$ cat src/spim_params.svh
// Build-time settings for the SPI transmit master
// FIFO depth must be a power of two
// Divider must be even and at least 2
// Legal lengths are 8 to SPIM_LEN_MAX bits, quad lengths a multiple of 4
`ifndef SPIM_PARAMS_SVH
`define SPIM_PARAMS_SVH

// Transmit FIFO entries, 32-bit words
`define SPIM_FIFO_DEPTH 8
// clk cycles per serial bit period
`define SPIM_CLK_DIV    4
// Bit-length field width and upper limit
`define SPIM_LEN_W      16
`define SPIM_LEN_MAX    4096

`endif

$ cat src/spim_pkg.sv
// Shared types of the SPI transmit master
// Opcode and FSM state encodings
`default_nettype none

package spim_pkg;

  // Line mode of a transfer
  typedef enum logic [0:0] {
    MODE_SINGLE = 1'b0,
    MODE_QUAD   = 1'b1
  } spim_mode_e;

  // Command controller FSM
  typedef enum logic [1:0] {
    IDLE,
    RUN,
    FINISH
  } spim_ctrl_state_e;

  // Word shifter FSM
  typedef enum logic [0:0] {
    TX_IDLE,
    TX_SEND
  } spim_tx_state_e;

endpackage

`default_nettype wire

$ cat src/spim_cfg_if.sv
// Transfer configuration between command controller and shifter
// mode and len_bits are only meaningful while en is high
`timescale 1ns/1ps
`default_nettype none
`include "spim_params.svh"

interface spim_cfg_if;

  // Held by the controller from command accept until done
  logic                       en;
  spim_pkg::spim_mode_e       mode;
  logic [`SPIM_LEN_W-1:0]     len_bits;
  // One-cycle completion from the shifter
  logic                       done;

  modport ctrl (output en, output mode, output len_bits, input done);
  modport tx   (input en, input mode, input len_bits, output done);

endinterface

`default_nettype wire

$ cat src/spim_clkgen.sv
// Serial clock and transmit edge generator
// tx_edge runs freely from reset, sclk only while clk_en is high
// DIV must be even and at least 2
`timescale 1ns/1ps
`default_nettype none
`include "spim_params.svh"

module spim_clkgen #(
  parameter int DIV = `SPIM_CLK_DIV
) (
  input  logic clk,
  input  logic rstn,
  input  logic clk_en,   // From the shifter, registered at tx_edge
  output logic tx_edge,  // One clk cycle every DIV cycles
  output logic sclk
);

  localparam int CNTW = $clog2(DIV);

  logic [CNTW-1:0] cnt;

  // Terminal count marks the transmit edge
  assign tx_edge = (cnt == CNTW'(DIV - 1));

  always_ff @(posedge clk or negedge rstn) begin
    if (!rstn) begin
      cnt  <= '0;
      sclk <= 1'b0;
    end else begin
      cnt <= tx_edge ? '0 : cnt + 1'b1;
      // Falls with the data change, rises half a period later
      if (tx_edge) sclk <= 1'b0;
      else if (clk_en && (cnt == CNTW'(DIV / 2 - 1))) sclk <= 1'b1;
    end
  end

endmodule

`default_nettype wire

$ cat src/spim_ctrl.sv
// Command controller of the SPI transmit master
// Commands arriving while busy are dropped without notice
// Length legality is checked by assertion only, not corrected
`timescale 1ns/1ps
`default_nettype none
`include "spim_params.svh"

module spim_ctrl (
  input  logic                   clk,
  input  logic                   rstn,
  input  logic                   cmd_start,   // One-cycle command strobe
  input  spim_pkg::spim_mode_e   cmd_mode,
  input  logic [`SPIM_LEN_W-1:0] cmd_len,     // Length in bits
  output logic                   busy,
  output logic                   done,        // One-cycle completion
  spim_cfg_if.ctrl               cfg
);
  import spim_pkg::*;

  spim_ctrl_state_e       state;
  spim_ctrl_state_e       state_n;
  spim_mode_e             mode_q;
  logic [`SPIM_LEN_W-1:0] len_q;
  logic                   accept;

  // Only an idle controller takes a command
  assign accept = cmd_start && (state == IDLE);

  always_comb begin
    state_n = state;
    case (state)
      IDLE:    if (cmd_start) state_n = RUN;
      // Wait for the shifter to finish the last bit period
      RUN:     if (cfg.done) state_n = FINISH;
      FINISH:  state_n = IDLE;
      default: state_n = IDLE;
    endcase
  end

  always_ff @(posedge clk or negedge rstn) begin
    if (!rstn) begin
      state <= IDLE;
    end else begin
      state <= state_n;
    end
  end

  // Command fields, captured once per transfer
  always_ff @(posedge clk) begin
    if (accept) begin
      mode_q <= cmd_mode;
      len_q  <= cmd_len;
    end
  end

  //////////////////////////////////////////////////////////////////////
  // Outputs decoded from the state register
  assign cfg.en       = (state == RUN);
  assign cfg.mode     = mode_q;
  assign cfg.len_bits = len_q;
  assign busy         = (state != IDLE);
  assign done         = (state == FINISH);

  // A taken command carries a legal length for its mode
  a_cmd_len: assert property (@(posedge clk) disable iff (!rstn)
    accept |=> (cfg.len_bits <= `SPIM_LEN_MAX) &&
               ((cfg.mode != MODE_QUAD) || (cfg.len_bits[1:0] == 2'b00)));

endmodule

`default_nettype wire

$ cat src/spim_top.sv
// Transmit-only SPI master, single or quad lines
// No chip select, no receive path, sclk idles low
// Caller must fill the FIFO before or during a transfer
`timescale 1ns/1ps
`default_nettype none
`include "spim_params.svh"

module spim_top (
  input  logic                   clk,
  input  logic                   rstn,
  // Command strobe, ignored while busy
  input  logic                   cmd_start,
  input  spim_pkg::spim_mode_e   cmd_mode,
  input  logic [`SPIM_LEN_W-1:0] cmd_len,
  // Word push strobe
  input  logic                   wr_en,
  input  logic [31:0]            wr_data,
  // Serial side
  output logic                   sclk,
  output logic                   sdo0,
  output logic                   sdo1,
  output logic                   sdo2,
  output logic                   sdo3,
  // Status
  output logic                   busy,
  output logic                   done,
  output logic                   overflow
);

  logic [31:0] word;
  logic        word_valid;
  logic        word_ready;
  logic        tx_edge;
  logic        clk_en;

  spim_cfg_if cfg_if ();

  // Producer side
  spim_ctrl u_ctrl (
    .clk(clk), .rstn(rstn), .cmd_start(cmd_start), .cmd_mode(cmd_mode),
    .cmd_len(cmd_len), .busy(busy), .done(done), .cfg(cfg_if)
  );

  // Buffer
  spim_txfifo u_txfifo (
    .clk(clk), .rstn(rstn), .wr_en(wr_en), .wr_data(wr_data),
    .word_ready(word_ready), .word(word), .word_valid(word_valid),
    .overflow(overflow)
  );

  // Consumer side, edge generator and shifter
  spim_clkgen u_clkgen (
    .clk(clk), .rstn(rstn), .clk_en(clk_en), .tx_edge(tx_edge), .sclk(sclk)
  );

  spim_tx u_tx (
    .clk(clk), .rstn(rstn), .tx_edge(tx_edge), .word(word),
    .word_valid(word_valid), .word_ready(word_ready), .clk_en(clk_en),
    .sdo0(sdo0), .sdo1(sdo1), .sdo2(sdo2), .sdo3(sdo3), .cfg(cfg_if)
  );

endmodule

`default_nettype wire

$ cat src/spim_tx.sv
// Transmit word shifter sending MSB first on one or four lines
// Words are taken from the FIFO at each 32-bit boundary
// A FIFO running dry mid-transfer ends the transfer early with done
// Quad lengths are assumed to be a multiple of 4
`timescale 1ns/1ps
`default_nettype none
`include "spim_params.svh"

module spim_tx (
  input  logic        clk,
  input  logic        rstn,
  input  logic        tx_edge,     // Bit period boundary
  input  logic [31:0] word,        // FIFO head entry
  input  logic        word_valid,
  output logic        word_ready,  // Pop in the same cycle as the load
  output logic        clk_en,      // Serial clock gate
  output logic        sdo0,
  output logic        sdo1,
  output logic        sdo2,
  output logic        sdo3,
  spim_cfg_if.tx      cfg
);
  import spim_pkg::*;

  localparam int LW = `SPIM_LEN_W;

  spim_tx_state_e state;
  spim_tx_state_e state_n;
  logic [31:0]    shreg;
  logic [31:0]    shreg_n;
  logic [LW-1:0]  cnt;        // Bit periods put on the lines
  logic [LW-1:0]  cnt_n;
  logic [LW-1:0]  target;     // Periods in this transfer
  logic           quad;
  logic           boundary;   // Current word fully sent
  logic           last;
  logic           done_q;

  assign quad     = (cfg.mode == MODE_QUAD);
  // Four bits per period in quad mode
  assign target   = quad ? {2'b00, cfg.len_bits[LW-1:2]} : cfg.len_bits;
  assign boundary = quad ? (cnt[2:0] == 3'b000) : (cnt[4:0] == 5'b00000);

  //////////////////////////////////////////////////////////////////////
  // Next-state logic acting only at tx_edge
  always_comb begin
    state_n    = state;
    shreg_n    = shreg;
    cnt_n      = cnt;
    word_ready = 1'b0;
    last       = 1'b0;
    case (state)
      TX_IDLE: begin
        // First word goes straight onto the lines
        if (tx_edge && cfg.en && word_valid) begin
          word_ready = 1'b1;
          shreg_n    = word;
          cnt_n      = LW'(1);
          state_n    = TX_SEND;
        end
      end
      TX_SEND: begin
        if (tx_edge) begin
          if (cnt == target) begin
            last    = 1'b1;
            state_n = TX_IDLE;
          end else if (boundary) begin
            cnt_n = cnt + 1'b1;
            if (word_valid) begin
              word_ready = 1'b1;
              shreg_n    = word;
            end else begin
              // Underrun stops the transfer early
              last    = 1'b1;
              state_n = TX_IDLE;
            end
          end else begin
            cnt_n   = cnt + 1'b1;
            shreg_n = quad ? {shreg[27:0], 4'b0000} : {shreg[30:0], 1'b0};
          end
        end
      end
      default: state_n = TX_IDLE;
    endcase
  end

  always_ff @(posedge clk or negedge rstn) begin
    if (!rstn) begin
      state  <= TX_IDLE;
      cnt    <= '0;
      done_q <= 1'b0;
      clk_en <= 1'b0;
      sdo0   <= 1'b0;
      sdo1   <= 1'b0;
      sdo2   <= 1'b0;
      sdo3   <= 1'b0;
    end else begin
      state  <= state_n;
      cnt    <= cnt_n;
      done_q <= last;
      // Lines and clock gate move only at the transmit edge
      if (tx_edge) begin
        clk_en <= (state_n == TX_SEND);
        if (state_n == TX_SEND) begin
          sdo0 <= quad ? shreg_n[28] : shreg_n[31];
          sdo1 <= quad && shreg_n[29];
          sdo2 <= quad && shreg_n[30];
          sdo3 <= quad && shreg_n[31];
        end else begin
          sdo0 <= 1'b0;
          sdo1 <= 1'b0;
          sdo2 <= 1'b0;
          sdo3 <= 1'b0;
        end
      end
    end
  end

  // Shift register follows the next-state logic
  always_ff @(posedge clk) begin
    shreg <= shreg_n;
  end

  assign cfg.done = done_q;

  // Pop only with a word present, and never two cycles in a row
  a_pop_valid: assert property (@(posedge clk) disable iff (!rstn)
    word_ready |-> word_valid ##1 !word_ready);

endmodule

`default_nettype wire

$ cat src/spim_txfifo.sv
// Transmit word FIFO showing the head entry without look-ahead
// Pushes into a full FIFO are lost and set overflow until reset
// DEPTH must be a power of two
`timescale 1ns/1ps
`default_nettype none
`include "spim_params.svh"

module spim_txfifo #(
  parameter int DEPTH = `SPIM_FIFO_DEPTH
) (
  input  logic        clk,
  input  logic        rstn,
  input  logic        wr_en,       // One-cycle push strobe
  input  logic [31:0] wr_data,
  input  logic        word_ready,  // Pop from the shifter
  output logic [31:0] word,
  output logic        word_valid,
  output logic        overflow
);

  localparam int AW = $clog2(DEPTH);
  localparam int CW = $clog2(DEPTH + 1);

  logic [31:0]   mem [DEPTH];
  logic [AW-1:0] wr_ptr;
  logic [AW-1:0] rd_ptr;
  logic [CW-1:0] count;
  logic          full;
  logic          push;
  logic          pop;

  assign full       = (count == CW'(DEPTH));
  assign push       = wr_en && !full;
  assign pop        = word_ready && word_valid;
  assign word_valid = (count != '0);
  assign word       = mem[rd_ptr];

  // Pointers wrap on their own since DEPTH is a power of two
  always_ff @(posedge clk or negedge rstn) begin
    if (!rstn) begin
      wr_ptr   <= '0;
      rd_ptr   <= '0;
      count    <= '0;
      overflow <= 1'b0;
    end else begin
      if (push) wr_ptr <= wr_ptr + 1'b1;
      if (pop)  rd_ptr <= rd_ptr + 1'b1;
      // Simultaneous push and pop leave the count unchanged
      if (push && !pop) count <= count + 1'b1;
      else if (pop && !push) count <= count - 1'b1;
      if (wr_en && full) overflow <= 1'b1;
    end
  end

  always_ff @(posedge clk) begin
    if (push) mem[wr_ptr] <= wr_data;
  end

  // Shifter never pops an empty FIFO
  a_no_underflow: assert property (@(posedge clk) disable iff (!rstn)
    word_ready |-> (count != '0));
  // Occupancy stays within DEPTH and matches the pointer distance
  a_count_max: assert property (@(posedge clk) disable iff (!rstn)
    (count <= CW'(DEPTH)) && (AW'(count) == AW'(wr_ptr - rd_ptr)));

endmodule

`default_nettype wire
$ cat config.mk
export PLATFORM = sky130hd
export DESIGN_NAME = spim_top
export DESIGN_NICKNAME = d
export VERILOG_FILES = /design/src/spim_pkg.sv /design/src/spim_cfg_if.sv /design/src/spim_clkgen.sv /design/src/spim_ctrl.sv /design/src/spim_top.sv /design/src/spim_tx.sv /design/src/spim_txfifo.sv
export VERILOG_INCLUDE_DIRS = /design/src
export SDC_FILE = /design/constraint.sdc
export NUM_CORES = 1
export LEC_CHECK = 0
export ABC_AREA = 1
export BUFFER_PORTS_ARGS = -buffer_cell sky130_fd_sc_hd__clkbuf_2
export CORE_ASPECT_RATIO = 2
export CORE_UTILIZATION = 50
export DETAILED_ROUTE_END_ITERATION = 7
export MAX_ROUTING_LAYER = met4
export PLACE_DENSITY = 0.67
export SETUP_SLACK_MARGIN = 0.1
export SKIP_LAST_GASP = 1
export SLEW_MARGIN = 30
export SYNTH_ARGS = -nofsm -noshare
export SYNTH_HDL_FRONTEND = slang
export SYNTH_HIERARCHICAL = 1
export SYNTH_SLANG_ARGS = --single-unit
$ cat constraint.sdc
create_clock -name clk -period 4.55 [get_ports clk]
set_input_delay 0.455 -clock clk [delete_from_list [all_inputs] [get_ports clk]]
set_output_delay 0.455 -clock clk [all_outputs]
set_load 0.01 [all_outputs]
==> results of run 1 <==
-- layer usage --
metal	vias to the layer above	global-route usage, %	part of all wire, %
li1	5478	-	-
met1	5066	23.0	38
met2	213	40.4	54
met3	91	2.60	3.6
met4	0	10.0	4.2
met5	-	-	0
-- through the flow --
stage	area, um2	util, %
global route	17500	55.6
finish	17500	55.6
global placement	16500	52.6
CTS	17500	55.6
floorplan	15900	-
detailed placement	16500	52.6
-- registers in the layout, indices dropped and copies added (netlist names), 3 cells and up --
signal / count
u_txfifo/mem: 256
u_tx/shreg: 32
u_ctrl/cfg.len_bits: 16
u_tx/cnt: 16
u_txfifo/count: 4
u_txfifo/rd_ptr: 3
u_txfifo/wr_ptr: 3
-- power breakdown --
part / leakage, nW / internal [mW] / switching, mW / total (mW)
Sequential: 3.26 / 3.92 / 0.271 / 4.19
Clock: 0.460 / 1.35 / 1.10 / 2.46
Combinational: 3.90 / 0.851 / 1.95 / 2.80
-- how the worst max path moves through the flow --
| stage | start | to | cells after the start |
|---|---|---|---|
| after detailed placement | u_ctrl/cfg.mode | u_txfifo/count[3] | 21 |
| after CTS | u_ctrl/cfg.mode | u_txfifo/count[3] | 21 |
| after floorplan | u_txfifo/count[0] | u_txfifo/mem[5][0] | 4 |
| after global placement | u_ctrl/cfg.mode | u_txfifo/count[3] | 21 |
| final | u_ctrl/cfg.mode | u_txfifo/count[3] | 21 |
| after global routing | u_ctrl/cfg.mode | u_txfifo/count[3] | 21 |
-- cell usage after synthesis, types with 5 or more instances --
cell	number
buf_1	10
ha_1	10
buf_4	7
o21ai_1	20
dfrtp_1	39
edfxtp_1	301
nor3_1	10
buf_2	26
mux2i_1	17
clkbuf_1	6
nor2_1	290
inv_1	197
nand3_1	44
xnor2_1	5
o31ai_1	7
xor2_1	6
a21oi_1	6
buf_6	14
nand2_1	620
o21ai_0	33
-- kinds of logic (layout without fill, tap and decap cells) --
kind of cell             after synthesis  after routing
AO/OA/AOI/OAI                         76             76
XOR/XNOR                              11             11
adder cells (fa/ha/maj)               11             11
buffers and inverters                266            333
flip-flops                           344            344
multiplexers                          17             17
other                                  0              1
AND/OR/NAND/NOR                      982            982
-- worst max-delay path: stages (launching register included) --
cell and delay [ps]:
edfxtp_1 360, buf_4 480, nand2_1 160, nand3_1 120, nand2_1 60, nor2_1 90
nand2_1 90, nor2_2 220, nand2_2 130, nand2_4 120, nand2_4 130, nand2_4 110
inv_4 110, nand2_1 200, ha_1 190, inv_1 90, ha_1 310, or2_2 310
nand2_1 70, nand2_1 50, nand3_1 60, nand2_1 50
-- final cells by class --
cell class | instances | area (um2) | area share (%)
Sequential cell | 344 | 10100 | 57.8
Multi-Input combinational cell | 1097 | 4700 | 26.9
Clock buffer | 36 | 795 | 4.55
Inverter | 202 | 761 | 4.36
Tap cell | 423 | 529 | 3.03
Timing Repair Buffer | 78 | 438 | 2.51
Clock inverter | 17 | 139 | 0.795
Antenna cell | 1 | 2.50 | 0.0143
==> flow_summary_export.csv, run 1 <==
group,metric,value,unit
clock_network,clockBufferDepth,3,
final_layout,final_common_cell,"nand2_1",
sta,rsz0062_at_grt,"no",
clock_network,tritoncts,"yes",
clock_network,cts.repair.resized,0,
setup_path,ff2ff_setup_slack,920,ps
floorplan,pin_count,61,
final_layout,nets,1818,
sta,fin_ws,924,ps
placed_design,gp_congestion,0.964,
detailed_routing,postRouteAntennaNets,0,
synth,yosys.area_share.adder,0.912,%
synth,synth_cell_types,37,
synth,yosys.area.top_type,"edfxtp_1",
clock_network,clock_latency,570,ps
global_routing,gr-usage-all-layers,21.9,%
setup_path,worstPathArrival,4080,ps
sta,drv_slew,0,
clock_network,hold_buffers,1,
clock_network,cts_buffers,31,
power,max-vdd-ir-drop,0.349,mV
worst_hold_path,min_delay_worst_endpoint,"u_ctrl/cfg.len_bits[7]",
setup_path,critPathCaptureType,"flip-flop",
sta,max-slew-margin-rel,36.5,%
sta,fmax,0.276,GHz
detailed_routing,drc,0,
sta,fin_crit_sh,79.7,%
detailed_routing,wl,33.5,mm
synth,ys.flop_type,"edfxtp_1",
detailed_routing,viasPerCell,4.94,
synth,yosysTopAreaCellShare,56.8,%
detailed_routing,dr.pass1.iters,5,
synth,synthMuxAreaShare,1.07,%
outcome,status,"completed",
synth,synth_top_family_by_area,"simple AND/OR/NAND/NOR gates",
floorplan,die_x,128,um
synth,async_flop_share,11.3,%
sta,tightest_slew,950,ps
placed_design,io_buffer_count,60,
sta,final_hold_viol_count,0,
final_layout,final_cell_mix,"620 x nand2_1, 301 x edfxtp_1, 286 x nor2_1",
final_layout,layout-drive-gt1-share,8.34,%
detailed_routing,drt-initial-drc-count,635,
floorplan,coreArea,31400,um2
setup_path,path_class,"reg2reg",
sta,min_period,3630,ps
sta,finalSetupTns,0,ps
sta,clock_skew,17.1,ps
final_layout,syn_to_final_growth,9.69,%
clock_network,cts.htree.levels,1,
clock_network,clk_pin_slew_worst_paths,70,ps
worst_hold_path,holdPathStages,1,
synth,synth_edf_count,301,
floorplan,initial_core_util,50.7,%
detailed_routing,wl_per_cell,15.2,um
setup_path,reg2reg_to,"u_txfifo/count[3]",
synth,syn-instance-count,1707,
setup_path,crit_fanout,46,
synth,syn_area,15900,um2
placed_design,dp_hpwl,21.1,mm
setup_path,reg2reg_from,"u_ctrl/cfg.mode",
detailed_routing,vias,10848,
synth,ys.warnings.count,6,
floorplan,rows,92,
placed_design,pre_cts_slack,937,ps
synth,ys_seq_area_share,63.4,%
final_layout,fillers,2707,
setup_path,crit_path_start_kind,"flip-flop",
run,drv_cap,0,
synth,syn_nets,1771,
clock_network,post-cts-setup-buffers,0,
synth,synth_xor_xnor_area_share,0.605,%
global_routing,grt_pass1_vias,10499,
placed_design,dp.cells,2143,
synth,yosys-top-cells-area,"edfxtp_1 57%, nand2_1 15%, nor2_1 6.8%",
synth,synth-simple-area-share,24.0,%
global_routing,grt_max_degree,91,
power,p_per_area,541,nW/um2
setup_path,reg2regPathDepth,21,
power,total_power,9.45,mW
setup_path,worstPathRequired,5010,ps
clock_network,cts_root_buffer,"clkbuf_16",
synth,ys_ff_latch,344,
sta,setup_viol,0,
synth,syn_area_per_cell,9.32,um2
worst_hold_path,hold_path_class,"in2reg",
sta,whs,56.3,ps
global_routing,grt.overflow.total,0,
floorplan,die_h,254,um
global_routing,antenna_found_initial,1,
clock_network,cts_sinks,344,
worst_hold_path,hp-start,"cmd_len[7]",
power,leakage,7.62,nW
synth,synth_compound_area_share,2.63,%
final_layout,stdcell_count,2198,
floorplan,die_area,32600,um2
global_routing,grt_pass1_wl,53.0,mm
Power figures use the tool's default switching activity.
==> run 2: changes to the inputs <==
Clock period 4.55 ns to 3.8 ns, I/O delays scaled along.
==> flow_summary_export.csv, run 2 (synthesis gave the netlist of run 1 again) <==
group,metric,value,unit
outcome,status,"completed",
power,total_power,11.7,mW
placed_design,gp_congestion,0.970,
sta,final_hold_viol_count,0,
worst_hold_path,hold_path_class,"in2reg",
power,leakage,7.70,nW
global_routing,gr-usage-all-layers,23.2,%
sta,setup_viol,0,
setup_path,worstPathRequired,4200,ps
placed_design,io_buffer_count,60,
setup_path,crit_path_start_kind,"flip-flop",
global_routing,antenna_found_initial,1,
final_layout,regMostFlops,"u_txfifo/mem",
sta,fin_crit_sh,87.5,%
detailed_routing,wl,35.5,mm
floorplan,die_h,254,um
global_routing,grt.overflow.total,0,
final_layout,final_cell_mix,"619 x nand2_1, 301 x edfxtp_1, 286 x nor2_1",
clock_network,clockBufferDepth,3,
clock_network,cts.htree.levels,2,
setup_path,worstPathArrival,3720,ps
worst_hold_path,hp-start,"cmd_len[14]",
clock_network,post-cts-setup-buffers,0,
clock_network,clock_latency,530,ps
detailed_routing,postRouteAntennaNets,0,
clock_network,tritoncts,"yes",
final_layout,stdcell_count,2212,
detailed_routing,drc,0,
clock_network,cts_root_buffer,"clkbuf_16",
floorplan,rows,92,
clock_network,cts_sinks,344,
power,p_per_area,660,nW/um2
setup_path,crit_family,"simple AND/OR/NAND/NOR gates",
sta,tightest_slew,916,ps
detailed_routing,wl_per_cell,16.0,um
final_layout,multi_input_area,4700,um2
sta,rsz0062_at_grt,"no",
setup_path,reg2reg_from,"u_ctrl/cfg.mode",
setup_path,crit_end,"u_txfifo/count[3]",
detailed_routing,vias,11063,
global_routing,grt_pass1_wl,55.4,mm
setup_path,path_class,"reg2reg",
final_layout,final_common_cell,"nand2_1",
setup_path,reg2reg_to,"u_txfifo/count[3]",
final_layout,top_regs,"u_txfifo/mem: 256 flops, u_tx/shreg: 32 flops",
sta,max-slew-margin-rel,38.9,%
run,drv_cap,0,
final_layout,syn_to_final_growth,10.9,%
final_layout,fillers,2654,
floorplan,coreArea,31400,um2
global_routing,grt_max_degree,123,
setup_path,reg2regPathDepth,22,
setup_path,crit_cells,22,
sta,min_period,3320,ps
floorplan,die_x,128,um
final_layout,final_core_util,56.2,%
setup_path,ff2ff_setup_slack,480,ps
setup_path,max_stage_delay,450,ps
detailed_routing,drt-initial-drc-count,678,
sta,drv_slew,0,
sta,clock_skew,33.9,ps
clock_network,clk_pin_slew_worst_paths,60,ps
placed_design,dp.cells,2148,
setup_path,crit_fanout,29,
setup_path,critPathCaptureType,"flip-flop",
final_layout,largest_reg_flops,256,
setup_path,critical_path.most_common_cell,"nand2_1",
clock_network,cts_buffers,34,
setup_path,crit_chain,"buf_4 -> nand2_1 -> nand2_1 -> nand2_1 -> nand2_1 -> nor2_1 -> nand2_1 -> nor2_2 -> nand2_2 -> nand2_4 -> nand2_4 -> nand2_4 -> inv_4 -> nand2_2 -> ha_1 -> inv_1 -> ha_1 -> or2_2 -> nand2_1 -> nand2_1 -> nand3_1 -> nand2_1",
floorplan,pin_count,61,
sta,fmax,0.301,GHz
detailed_routing,dr.pass1.iters,5,
floorplan,die_area,32600,um2
final_layout,ff_latch_area,10100,um2
power,max-vdd-ir-drop,0.422,mV
placed_design,dp_hpwl,22.0,mm
final_layout,nets,1826,
sta,finalSetupTns,0,ps
setup_path,crit_buf_inv,3,
detailed_routing,viasPerCell,5.00,
setup_path,startpoint,"u_ctrl/cfg.mode",
global_routing,grt_pass1_vias,10635,
floorplan,initial_core_util,50.7,%
final_layout,layout-drive-gt1-share,8.72,%
setup_path,critical-path-slowest-cell,"edfxtp_1",
[run 2: report_power, final]
part / internal (mW) / leakage [nW] / switching [mW]
Sequential: 4.70 / 3.26 / 0.234
Combinational: 1.06 / 3.94 / 2.48
Clock: 1.80 / 0.510 / 1.38
Total: 7.55 / 7.70 / 4.10
[run 2: worst reg2reg max path, cell delays in order (launching register included)]
cell and delay (ps):
edfxtp_1 450, buf_4 240, nand2_1 100, nand2_1 50, nand2_1 50, nand2_1 50
nor2_1 70, nand2_1 80, nor2_2 220, nand2_2 140, nand2_4 120, nand2_4 130
nand2_4 110, inv_4 130, nand2_2 150, ha_1 170, inv_1 90, ha_1 310
or2_2 310, nand2_1 80, nand2_1 50, nand3_1 60, nand2_1 50
[run 2: stage by stage]
stage	hold WS, ps	cell area, um2	worst slack (ps)
after floorplan	84.4	15900	446
after global placement	464	16600	436
after detailed placement	473	16600	312
after CTS	22.7	17600	307
after global routing	26.0	17600	157
final	46.1	17600	477
[run 2: worst min-delay path by stage]
| stage | cells after the start | to | slack [ps] |
|---|---|---|---|
| after floorplan | 0 | u_clkgen/cnt[0] | 80 |
| after global placement | 2 | u_tx/clk_en | 460 |
| after detailed placement | 2 | u_tx/sdo1 | 470 |
| after CTS | 1 | u_ctrl/cfg.len_bits[14] | 20 |
| after global routing | 1 | u_ctrl/cfg.len_bits[14] | 30 |
| final | 1 | u_ctrl/cfg.len_bits[14] | 50 |
[run 2: cell type report]
class | count | share of cell area (%)
Sequential cell | 344 | 57.2
Multi-Input combinational cell | 1097 | 26.6
Tap cell | 423 | 3.00
Inverter | 202 | 4.34
Clock inverter | 14 | 0.652
Antenna cell | 1 | 0.0142
Timing Repair Buffer | 83 | 2.84
Clock buffer | 48 | 5.30
[run 2: repair_timing]
item,CTS,global route
hold buffers,1,0
gates resized for setup,0,4
setup endpoints to repair,0,1
endpoints found under the hold margin,39,0
[run 2: per-layer routing]
layer | vias up | routed length, um | GRT usage [%]
met5 | - | 0 | -
met1 | 5190 | 13000 | 23.8
met2 | 270 | 19100 | 42.3
met3 | 104 | 1340 | 2.69
li1 | 5499 | - | -
met4 | 0 | 2050 | 13.5
==> run 3: changes to the inputs <==
Settings changed: CORE_ASPECT_RATIO 2 to unset.
==> flow_summary_export.csv, run 3 (synthesis gave the netlist of run 1 again) <==
group,metric,value,unit
detailed_routing,wl,33.4,mm
detailed_routing,drt-initial-drc-count,804,
clock_network,clock_latency,550,ps
sta,rsz0062_at_grt,"no",
sta,tightest_slew,892,ps
detailed_routing,vias,10887,
sta,whs,16.3,ps
run,drv_cap,0,
detailed_routing,drc,0,
sta,finalSetupTns,0,ps
global_routing,grt_pass1_wl,53.5,mm
clock_network,tritoncts,"yes",
setup_path,path_class,"reg2reg",
final_layout,design_area,17900,um2
setup_path,critical_path.most_common_cell,"nand2_1",
final_layout,layout-drive-gt1-share,8.97,%
setup_path,critPathCaptureType,"flip-flop",
final_layout,final_common_cell,"nand2_1",
setup_path,max_stage_delay,480,ps
floorplan,pin_count,61,
setup_path,worstPathRequired,4220,ps
setup_path,critical-path-slowest-cell,"edfxtp_1",
setup_path,crit_path_start_kind,"flip-flop",
global_routing,grt_max_degree,119,
sta,drv_slew,0,
outcome,status,"completed",
setup_path,crit_fanout,29,
placed_design,io_buffer_count,60,
power,max-vdd-ir-drop,0.478,mV
final_layout,largest_reg_flops,256,
floorplan,rows,64,
setup_path,crit_buf_inv,3,
final_layout,syn_to_final_growth,12.5,%
sta,max-slew-margin-rel,40.5,%
setup_path,crit_chain,"bufinv_16 -> nand2_1 -> nand2_1 -> nand2_1 -> a21oi_1 -> nand2_1 -> nor2_2 -> nand2_2 -> nand2_4 -> nand2_4 -> nand2_4 -> inv_6 -> nand2_1 -> ha_1 -> inv_1 -> ha_1 -> or2_2 -> nand2_1 -> nand2_1 -> nand3_1 -> nand2_1",
placed_design,dp_hpwl,19.5,mm
sta,final_hold_viol_count,0,
floorplan,coreArea,31000,um2
detailed_routing,postRouteAntennaNets,0,
global_routing,antenna_found_initial,0,
clock_network,cts_buffers,38,
clock_network,cts_sinks,344,
sta,fin_crit_sh,88.8,%
clock_network,clockBufferDepth,3,
global_routing,grt.overflow.total,0,
clock_network,cts.htree.levels,2,
sta,min_period,3380,ps
sta,setup_viol,0,
floorplan,die_h,180,um
final_layout,regMostFlops,"u_txfifo/mem",
worst_hold_path,hp-start,"cmd_mode",
global_routing,grt_pass1_vias,10218,
placed_design,gp_congestion,0.889,
power,p_per_area,661,nW/um2
detailed_routing,dr.pass1.iters,6,
sta,fmax,0.296,GHz
worst_hold_path,hold_path_class,"in2reg",
global_routing,gr-usage-all-layers,21.6,%
final_layout,nets,1841,
final_layout,final_cell_mix,"620 x nand2_1, 301 x edfxtp_1, 285 x nor2_1",
power,leakage,7.83,nW
floorplan,die_x,180,um
sta,clock_skew,31.2,ps
detailed_routing,wl_per_cell,15.2,um
floorplan,die_area,32600,um2
setup_path,worstPathArrival,3790,ps
clock_network,cts_root_buffer,"clkbuf_16",
setup_path,crit_family,"simple AND/OR/NAND/NOR gates",
final_layout,antennaDiodeCount,0,
placed_design,placed_area,16500,um2
setup_path,reg2reg_from,"u_ctrl/cfg.mode",
detailed_routing,viasPerCell,4.94,
clock_network,clk_pin_slew_worst_paths,60,ps
final_layout,top_regs,"u_txfifo/mem: 256 flops, u_tx/shreg: 32 flops",
floorplan,initial_core_util,51.4,%
setup_path,startpoint,"u_ctrl/cfg.mode",
## run 3: cell types whose count changed in the layout (fill, tap and decap cells not counted), sizes merged
cell         delta
inv             +2
diode           -1
clkbuf          +2
clkinvlp        +1
clkinv          +3
bufinv          +1
dlygate4sd3     +9
## run 3: worst paths after layout
check	slack, ps	to	depth (start not counted)
setup / recovery	420	u_txfifo/count[3]	21
hold / removal	20	u_ctrl/cfg.mode	1
setup reg to reg	420	u_txfifo/count[3]	21
hold reg to reg	480	u_txfifo/overflow	1
max in group asynchronous	2970	u_txfifo/rd_ptr[0]	2
min in group asynchronous	390	u_tx/cfg.done	2
## run 3: cell type report
type	count	area (um2)
clock buffer	49	1000
clock inverter	20	163
fill	2651	13100
inverter	202	790
multi-input combinational	1097	4700
sequential	344	10100
tap	396	495
timing repair buffer	93	643
timing repair inverter	1	8.76
## run 3: per-stage QoR
step	power, mW	instances	setup slack [ps]	util (%)
after floorplan	7.63	1707	446	-
after global placement	8.39	2119	380	53.4
after detailed placement	8.48	2119	199	53.4
after CTS	11.9	2198	154	57.5
after global routing	12.6	2202	126	57.8
final	11.8	2202	425	57.8
## run 3: power by group
part	total [mW]	switching, mW	internal, mW
registers	4.97	0.271	4.70
logic	3.45	2.37	1.07
clock network	3.42	1.47	1.95
total	11.8	4.11	7.72
## run 3: repair_timing
| item | CTS | global route |
|---|---|---|
| endpoints found under the setup margin | 0 | 3 |
| buffers inserted | 0 | 2 |
| resized for setup | 0 | 12 |
| endpoints found under the hold margin | 48 | 0 |
| hold buffers | 10 | 0 |
## run 3: per-layer routing
layer / part of all wire [%] / GRT usage (%)
met5: 0 / -
met4: 2.3 / 6.63
met2: 49 / 36.2
met1: 44 / 27.0
met3: 4.4 / 3.15
## run 3: worst register-to-register path, stage by stage (launching register included)
cell and delay [ps]:
edfxtp_1 480, bufinv_16 270, nand2_1 70, nand2_1 60
nand2_1 50, a21oi_1 110, nand2_1 80, nor2_2 180
nand2_2 130, nand2_4 120, nand2_4 130, nand2_4 120
inv_6 100, nand2_1 170, ha_1 190, inv_1 90
ha_1 310, or2_2 320, nand2_1 80, nand2_1 60
nand3_1 70, nand2_1 50
